--- config.mk ---
export PLATFORM = sky130hd
export DESIGN_NAME = beat_gather
export DESIGN_NICKNAME = d
export VERILOG_FILES = /design/src/vload_pkg.sv /design/src/beat_gather.sv
export SDC_FILE = /design/constraint.sdc
export NUM_CORES = 1
export LEC_CHECK = 0
export BUFFER_PORTS_ARGS = -buffer_cell sky130_fd_sc_hd__buf_2
export CAP_MARGIN = 25
export CORE_AREA = 2 2 249 251
export CTS_BUF_LIST = sky130_fd_sc_hd__clkbuf_4
export CTS_CLUSTER_SIZE = 10
export DETAILED_ROUTE_END_ITERATION = 12
export DIE_AREA = 0 0 251 253
export GPL_TIMING_DRIVEN = 0
export PLACE_DENSITY = 0.49
export SLEW_MARGIN = 0
export SYNTH_ARGS = -nofsm -noshare
export SYNTH_HDL_FRONTEND = slang
export SYNTH_SLANG_ARGS = --single-unit
export TNS_END_PERCENT = 30
--- constraint.sdc ---
create_clock -name clk -period 5 [get_ports clk]
set_input_delay 1 -clock clk [delete_from_list [all_inputs] [get_ports clk]]
set_output_delay 1 -clock clk [all_outputs]
set_load 0.05 [all_outputs]
--- src/vload_pkg.sv ---
package vload_pkg;

    localparam int lane_w    = 32;
    localparam int num_lanes = 4;
    localparam int beat_w    = lane_w * num_lanes;
    localparam int max_beats = 4;
    localparam int vreg_w    = beat_w * max_beats;

    typedef logic [lane_w-1:0] lane_t;
    // one row as four bank words, lane 0 in the low bits
    typedef lane_t [num_lanes-1:0] beat_t;
    typedef logic [vreg_w-1:0] vreg_t;

    typedef logic [1:0] beat_idx_t;
    typedef logic [5:0] stride_t;
    typedef logic [2:0] lmul_t;

    typedef enum logic [3:0] {
        op_none = 4'd0,
        vle8    = 4'd1,
        vle16   = 4'd2,
        vle32   = 4'd3,
        vlse8   = 4'd4,
        vlse16  = 4'd5,
        vlse32  = 4'd6
    } vload_op_e;

    // start payload
    typedef struct packed {
        vload_op_e   op;
        lmul_t       lmul;
        stride_t     stride;
        logic [13:0] row;
    } load_cmd_t;

    typedef struct packed {
        lane_t lane3;
        lane_t lane2;
        lane_t lane1;
        lane_t lane0;
    } mem_rsp_t;

endpackage

--- src/beat_gather.sv ---
`timescale 1ns/1ps

module beat_gather (
    input  logic                 clk,
    input  logic                 reset,
    input  logic                 clear,
    input  logic                 beat_valid,
    input  vload_pkg::beat_idx_t beat_idx,
    input  vload_pkg::mem_rsp_t  mem_rsp,
    output vload_pkg::vreg_t     buffer
);

    vload_pkg::beat_t beat;

    assign beat = vload_pkg::beat_t'(mem_rsp);

    // slots above the beat count keep the zeros from clear
    always_ff @(posedge clk) begin
        if (reset || clear) begin
            buffer <= '0;
        end else if (beat_valid) begin
            for (int j = 0; j < vload_pkg::num_lanes; j++) begin
                buffer[beat_idx * vload_pkg::beat_w + j * vload_pkg::lane_w
                       +: vload_pkg::lane_w] <= beat[j];
            end
        end
    end

endmodule

==> metrics.txt <==
HPWL Detailed=55.09 mm; top-count cell post-synth=dfxtp_1; post-synth top area cell=dfxtp_1; CP required=5.82 ns; status=complete, no violations; Remaining DRCs=0; Worst Path Max Fanout=13; top flop regs=buffer: 512 flops; CTS tree=yes; die height=253 um; Syn Nets=1790; # clock sinks=512; drt total wl=74.07 mm; Initial Util=27.76%; Port Buffers=645; vias per cell=4.946; largest net degree at the start of global routing=17; final count of hold timing violations=0; Leak Pwr=10.26 nW; Largest Register=buffer; FFs w/ async S/R, synth=0%; Nets=2582; clk root buf=clkbuf_4; WS Path Type=input port to flip-flop; total number of vias=16.47k; worst min path class=input port to flip-flop; FF+latch count, synth=512; Max Cap Viol=0; CTS buffer count=142; EDFF count, synth=0; first-pass iteration count of the detailed router=5; placer congestion estimate=0.8393; YS warnings=0; first-pass GRT wire length=105.8 mm; VDD IR max=168.2 uV; hold-fix buffers at CTS=0; RSZ-0062 raised after global routing=no; post-cts sizing count=0; setup TNS=0 ns; routed length per instance=22.25 um; Post-Syn Area=16940 um^2; synthesis-to-layout area growth=35.79%; row cnt=91; Slew HR=39.76%; die width=251 um; CP endpoint kind=flip-flop; H-tree depth=4; fillers=6349; max reg flops=512; Fin Clk Skew=0 ns; top achievable clock speed=0.3489 GHz; Core ar.=61030 um^2; post-synth top area share=60.50%; post-CTS setup buffer count=0; # IOs=646; Worst Path Arrival=3.69 ns; vias in the first global route=16.23k; worst-skew pair later-pin latency=0.91 ns; Post-synth top flop=dfxtp_1; most frequent cells after synthesis=512 x dfxtp_1, 320 x nor2_1, 288 x a22oi_1; actual slew at the worst max-slew pin=0.9036 ns; initial DRC count=1029; final hold slack=0.3733 ns; pwr dens=367.3 nW/um^2; GRT Residual Overflow=0; Post-Syn Instances=1648; Yosys cell types=26; Antenna Nets Post-Route=0; Slew Limit Fails=0; leading post-synthesis cells by cell area=dfxtp_1 60%, a22oi_1 13%, a22o_1 8.2%, nor2_1 7.1%, clkbuf_1 2.6%; # setup viols final=0; number of antenna violations at the first check in global routing=9; fin crit share=57.32%; Total Routing Usage GR=22.22%; CP startpoint kind=input port; syn avg cell area=10.28 um^2; Final Critical Period=2.866 ns; maximum clock insertion buffer count=3; Clk pin slew, worst setup/hold paths=0.06 ns; share of layout cells above drive strength 1=35.61%; post-synthesis sequential area ratio=60.50%; die footprint=63500 um^2
[layout by cell type (no fill, tap or decap), types with 2 or more instances in the layout]
master        n
bufinv_16     4
clkinvlp_4    2
inv_1         2
clkinv_1     22
buf_2       678
buf_1        18
nand4_1      64
a2bb2oi_1    31
and4b_1       2
inv_2         2
and4_1        2
a22o_1      159
a22oi_1     288
nor2_1      320
clkinv_2      3
buf_4         2
dfxtp_1     512
diode_2       6
ha_1          8
a21oi_1      36
clkbuf_4    203
buf_8         2
clkbuf_1    118
nand2_1      42
[worst paths after layout]
kind | startpoint | to | slack [ns] | cells after the start
worst max-delay path | beat_idx[0] | buffer[126]$_SDFFE_PP0P_ | 2.13 | 8
worst min-delay path | mem_rsp[97] | buffer[97]$_SDFFE_PP0P_ | 0.37 | 2
worst max register to register | buffer[0]$_SDFFE_PP0P_ | buffer[0]$_SDFFE_PP0P_ | 4.28 | 2
worst min register to register | buffer[158]$_SDFFE_PP0P_ | buffer[158]$_SDFFE_PP0P_ | 0.45 | 2
[report_power, final]
group	switching, mW	total, mW	internal, mW
Sequential	0.00923	4.10	4.10
Clock	1.79	3.85	2.06
Combinational	0.382	0.498	0.116
Total	2.18	8.45	6.27
[logic make-up (layout without fill, tap and decap cells)]
| logic type | count (synthesis) | in the layout | share of synthesized area, % |
|---|---|---|---|
| AO/OA/AOI/OAI | 515 | 515 | 23.70 |
| flip-flops | 512 | 512 | 60.50 |
| AND/OR/NAND/NOR | 439 | 439 | 11.07 |
| buffers and inverters | 174 | 1059 | 4.143 |
| adder cells (fa/ha/maj) | 8 | 8 | 0.5908 |
| other | 0 | 6 | 0 |
[through the flow]
step	utilization [%]	area [um^2]	power, mW	worst slack [ns]	std cells
final	37.70	23010	8.450	2.134	3329
after global routing	37.69	23000	8.839	2.091	3328
after CTS	37.67	22990	8.581	2.222	3323
after detailed placement	34.77	21220	4.694	1.198	3086
after global placement	34.67	21160	4.685	1.233	3083
after floorplan	-	16940	4.432	2.558	1648
[worst max-delay path, cell delays in order]
cell      delay (ns)
buf_2           0.24
inv_1           0.16
ha_1            0.22
clkbuf_1        0.21
a21oi_2         0.71
buf_2           0.46
buf_1           0.46
a22o_1          0.21
[area by class of cell]
class / count / area [um^2] / share of cell area (%)
clock buffers: 203 / 1524 / 6.624
repair buffers: 648 / 3286 / 14.28
multi-input cells: 962 / 5991 / 26.04
well taps: 790 / 988.4 / 4.297
clock inverters: 34 / 249.0 / 1.082
plain buffers: 172 / 695.7 / 3.024
diodes: 6 / 15.01 / 0.06526
inverters: 2 / 7.507 / 0.03263
flip-flops and latches: 512 / 10250 / 44.55
[layer usage]
metal,wire length [um],track usage (%)
met2,35440,36.21
met5,47,0
met4,2461,10.09
met3,6002,8.039
met1,30120,26.15
Note: power is estimated with default switching activity, not from simulation.
