$ cat src/vload_pkg.sv
package vload_pkg;

    localparam int lane_w    = 32;
    localparam int num_lanes = 4;
    localparam int beat_w    = lane_w * num_lanes;
    localparam int max_beats = 4;
    localparam int vreg_w    = beat_w * max_beats;

    typedef logic [lane_w-1:0] lane_t;
    // one row as four bank words, lane 0 in the low bits
    typedef lane_t [num_lanes-1:0] beat_t;
    typedef logic [vreg_w-1:0] vreg_t;

    typedef logic [1:0] beat_idx_t;
    typedef logic [5:0] stride_t;
    typedef logic [2:0] lmul_t;

    typedef enum logic [3:0] {
        op_none = 4'd0,
        vle8    = 4'd1,
        vle16   = 4'd2,
        vle32   = 4'd3,
        vlse8   = 4'd4,
        vlse16  = 4'd5,
        vlse32  = 4'd6
    } vload_op_e;

    // start payload
    typedef struct packed {
        vload_op_e   op;
        lmul_t       lmul;
        stride_t     stride;
        logic [13:0] row;
    } load_cmd_t;

    typedef struct packed {
        lane_t lane3;
        lane_t lane2;
        lane_t lane1;
        lane_t lane0;
    } mem_rsp_t;

endpackage

$ cat src/vload_ctrl.sv
`timescale 1ns/1ps

module vload_ctrl #(
    parameter int row_w = 14
) (
    input  logic                 clk,
    input  logic                 reset,
    input  logic                 start,
    input  vload_pkg::load_cmd_t cmd,
    output logic                 mem_rd_en,
    output logic [row_w-1:0]     mem_row,
    output logic                 busy,
    output logic                 clear,
    output logic                 beat_valid,
    output vload_pkg::beat_idx_t beat_idx,
    output logic                 compact_go,
    output vload_pkg::load_cmd_t cmd_q,
    output logic [2:0]           num_beats
);

    typedef enum logic [1:0] {
        st_idle,
        st_fetch,
        st_drain,
        st_compact
    } state_e;

    state_e               state;
    vload_pkg::beat_idx_t rd_idx;
    logic [2:0]           beats_dec;
    logic                 op_ok;
    logic                 accept;
    logic                 last_rd;

    // reserved lmul codes fall back to a single beat
    always_comb begin
        case (cmd.lmul)
            3'd1:    beats_dec = 3'd2;
            3'd2:    beats_dec = 3'd4;
            default: beats_dec = 3'd1;
        endcase
    end

    assign op_ok   = cmd.op >= vload_pkg::vle8 && cmd.op <= vload_pkg::vlse32;
    assign accept  = state == st_idle && start && op_ok;
    assign last_rd = {1'b0, rd_idx} == num_beats - 3'd1;

    always_ff @(posedge clk) begin
        if (reset) begin
            state      <= st_idle;
            rd_idx     <= '0;
            clear      <= 1'b0;
            beat_valid <= 1'b0;
        end else begin
            clear      <= accept;
            // memory answers one cycle after the read
            beat_valid <= mem_rd_en;
            case (state)
                st_idle: begin
                    rd_idx <= '0;
                    if (accept) begin
                        state <= st_fetch;
                    end
                end
                st_fetch: begin
                    if (last_rd) begin
                        state <= st_drain;
                    end else begin
                        rd_idx <= rd_idx + 2'd1;
                    end
                end
                st_drain:   state <= st_compact;
                st_compact: state <= st_idle;
                default:    state <= st_idle;
            endcase
        end
    end

    always_ff @(posedge clk) begin
        beat_idx <= rd_idx;
        if (accept) begin
            cmd_q     <= cmd;
            num_beats <= beats_dec;
        end
    end

    // same row on all four banks
    assign mem_row    = row_w'(cmd_q.row) + row_w'(rd_idx);
    assign mem_rd_en  = state == st_fetch;
    assign compact_go = state == st_compact;
    assign busy       = state != st_idle;

    a_no_start_busy: assert property (@(posedge clk) disable iff (reset)
        start |-> !busy)
        else $error("start raised while a load is in flight");

    a_beat_in_range: assert property (@(posedge clk) disable iff (reset)
        beat_valid |-> {1'b0, beat_idx} < num_beats)
        else $error("returning beat index outside the load");

endmodule

$ cat config.mk
export PLATFORM = sky130hd
export DESIGN_NAME = vload_ctrl
export DESIGN_NICKNAME = d
export VERILOG_FILES = /design/src/vload_pkg.sv /design/src/vload_ctrl.sv
export SDC_FILE = /design/constraint.sdc
export NUM_CORES = 1
export LEC_CHECK = 0
export CAP_MARGIN = 40
export CORE_AREA = 2 2 55 57
export CTS_CLUSTER_SIZE = 30
export DETAILED_ROUTE_END_ITERATION = 7
export DIE_AREA = 0 0 57 59
export DONT_BUFFER_PORTS = 1
export PLACE_DENSITY = 0.74
export SYNTH_ARGS = -nofsm -noshare
export SYNTH_HDL_FRONTEND = slang
export SYNTH_SLANG_ARGS = --single-unit
export TNS_END_PERCENT = 10
$ cat constraint.sdc
create_clock -name clk -period 9 [get_ports clk]
set_input_delay 0 -clock clk [delete_from_list [all_inputs] [get_ports clk]]
set_output_delay 0 -clock clk [all_outputs]
set_load 0.01 [all_outputs]
==> flow_summary.ini <==
[run_status]
status = finished, final reports clean

[logic_synthesis]
ys.flop_type = edfxtp_1
syn_area_per_cell_sq_um = 14.0
ys_types = 28
synthMuxAreaShare_pct = 0
synth-compound-area-share_pct = 5.56
ys.warnings.count = 0
synth_top_family_by_area = simple AND/OR/NAND/NOR gates
syn_area_sq_mm = 0.00162
synthArstFlopShare_pct = 0
syn-num-nets = 155
synth_edf_count = 30
synthAdderAreaFrac_pct = 7.41
yosys.area_share.simple_pct = 11.1
seq_area_frac_synth_pct = 65.5
synth_seq_cells = 38
netlist_instances = 116
synth-xor-area-share_pct = 8.11

[die]
die_h_um = 59
die_w_um = 57
rows = 19
io_pins = 81
start_util_pct = 59.8
core_area_sq_mm = 0.00271
dieArea_sq_mm = 0.00336

[sta]
hold_viol = 0
timing.fmax_mhz = 482
whs_ns = 0.150
tns_ns = 0
finClkSkew_ns = 0.00765
post-route-period-util_pct = 23.1
relSlewSlack_pct = 72.8
fin_crit_ns = 2.08
slew_violations = 0
setup_viol = 0
tightest_slew_ns = 0.406
grt_setup_unrepaired = false

[worst_setup_path]
startpoint = cmd_q[0]$_DFFE_PP_
rrSetupSlack_ns = 7.21
arrival_ns = 2.08
endpoint_kind = primary output
crit_required_ns = 9.00
critical_path_class = register to primary output
worstPathMaxFanout = 5
cp-start-kind = register
crit_path_end = mem_row[12]
timing.rr.start = num_beats[0]$_DFFE_PP_
reg2reg_depth = 6
r2r_end = state[1]$_SDFFE_PP0P_

[clocking]
h-tree-depth = 2
ctsRootBufferMaster = clkbuf_4
worstSkewPairLatency_ns = 0.34
cts.clk_slew.worst_paths_ns = 0.12
cts_resized = 0
cts.sinks = 38
clockBufferDepth = 2
cts_tree = built
numCtsBuffers = 5

[routing]
drc_errors = 0
final_antenna_net_count = 0
wl_per_cell_um = 18.2
vias = 1060
routed_wl_um = 3320
drtIter0Drc = 48
drt-pass1-iter-count = 4
viasPerCell = 5.79

[grt]
grt_pass1_wl_um = 4890
antenna_found_initial = 0
grt_pass1_vias = 1037
grt_usage_pct = 20.7
grt_max_degree = 32
gr-total-overflow = 0

[cells_and_area]
n_antenna_cell = 0
area_growth_syn_to_layout_pct = 26.8
final_common_cell = edfxtp_1
drive_gt1_share_pct = 7.89
finalNetCount = 190
num-fill-cells = 185
layout_common_cells = edfxtp_1 (30), dlygate4sd3_1 (28), inv_1 (9), xnor2_1 (9)

[place]
place_hpwl_um = 2180
port_buffers = 0
place.gp.congestion = 0.869

[power_and_ir_drop]
p_per_area_mw_per_mm2 = 233
vdd_drop_max_uv = 214
p_leak_nw = 0.757
total_power_mw = 0.478

[flow_run]
cap_violations = 0

[worst_hold_path]
hp-class = input port to register
## state kept, by name, indices dropped and copies added (netlist names)
signal	flops
state	2
beat_idx	2
rd_idx	2
clear	1
cmd_q	27
beat_valid	1
num_beats	3
## power breakdown
group | total (mW) | switching [mW] | internal [mW]
Clock | 0.144 | 0.0573 | 0.0869
Sequential | 0.241 | 0.0258 | 0.215
Combinational | 0.0929 | 0.0564 | 0.0365
## worst max-delay path, cell delays in order, from the launching register on
cell	delay (ns)
edfxtp_1	0.50
ha_1	0.29
fa_1	0.47
nand3_1	0.16
nor2_1	0.07
xor2_1	0.24
## per-stage QoR
step	utilization (%)	cells	area, sq um	setup slack, ns
2_1_floorplan	-	116	1620	5.72
3_3_place_gp	61.5	147	1670	7.34
3_5_place_dp	61.5	147	1670	7.24
4_1_cts	75.8	183	2050	6.97
5_1_grt	75.8	183	2050	6.83
6_report	75.8	183	2050	6.92
## how the worst min path moves through the flow
stage / from / to / slack, ns / depth (start not counted)
6_report: cmd[26] / state[0]$_SDFFE_PP0P_ / 0.15 / 4
2_1_floorplan: cmd[0] / cmd_q[0]$_DFFE_PP_ / 0.1 / 0
3_5_place_dp: reset / beat_valid$_SDFF_PP0_ / 0.07 / 1
4_1_cts: cmd[26] / state[0]$_SDFFE_PP0P_ / 0.13 / 4
5_1_grt: cmd[26] / state[0]$_SDFFE_PP0P_ / 0.15 / 4
3_3_place_gp: reset / beat_valid$_SDFF_PP0_ / 0.07 / 1
## routing by layer
layer | vias to the layer above | GRT usage, % | wire length, um
met3 | 2 | 7.64 | 255
met2 | 54 | 40.2 | 1910
met4 | 0 | 9.97 | 23
met1 | 508 | 18.6 | 1140
li1 | 496 | - | -
met5 | - | 0 | 0
## synthesized netlist by cell type (2+ instances only)
cell type,number,area (sq um)
a31oi_1,2,12.5
a2111o_1,2,22.5
nor3_1,4,20.0
xor2_1,6,52.6
nand4_1,3,18.8
ha_1,8,100
nor3b_1,2,15.0
edfxtp_1,30,901
a21oi_1,2,10.0
xnor2_1,9,78.8
and4_1,2,17.5
nand2_1,5,18.8
dfxtp_1,8,160
nor2b_1,2,12.5
inv_1,9,33.8
o31ai_1,2,15.0
nand3_1,4,20.0
nor2_1,6,22.5
## logic make-up after synthesis
group,after synthesis
buffers and inverters,10
and+or+nand+nor,32
xor gates and xnor gates,15
DFF,38
AOI/OAI and AO/OA,12
adders and majority gates,9
## cell type report
cell class	count	area [sq um]	share of cell area, %
multi-input combinational	68	527	25.6
sequential	38	1060	51.6
clock buffer	5	37.5	1.83
clock inverter	3	68.8	3.35
tap	31	38.8	1.89
inverter	9	33.8	1.64
timing repair buffer	29	288	14.0
## what timing repair did
action / 4_1_cts / 5_1_grt
hold endpoints to repair: 36 / 0
hold buffers: 28 / 0
endpoints found under the setup margin: 0 / 0
buffers inserted: 0 / 0
No activity file was read; power rests on OpenSTA's default activity.
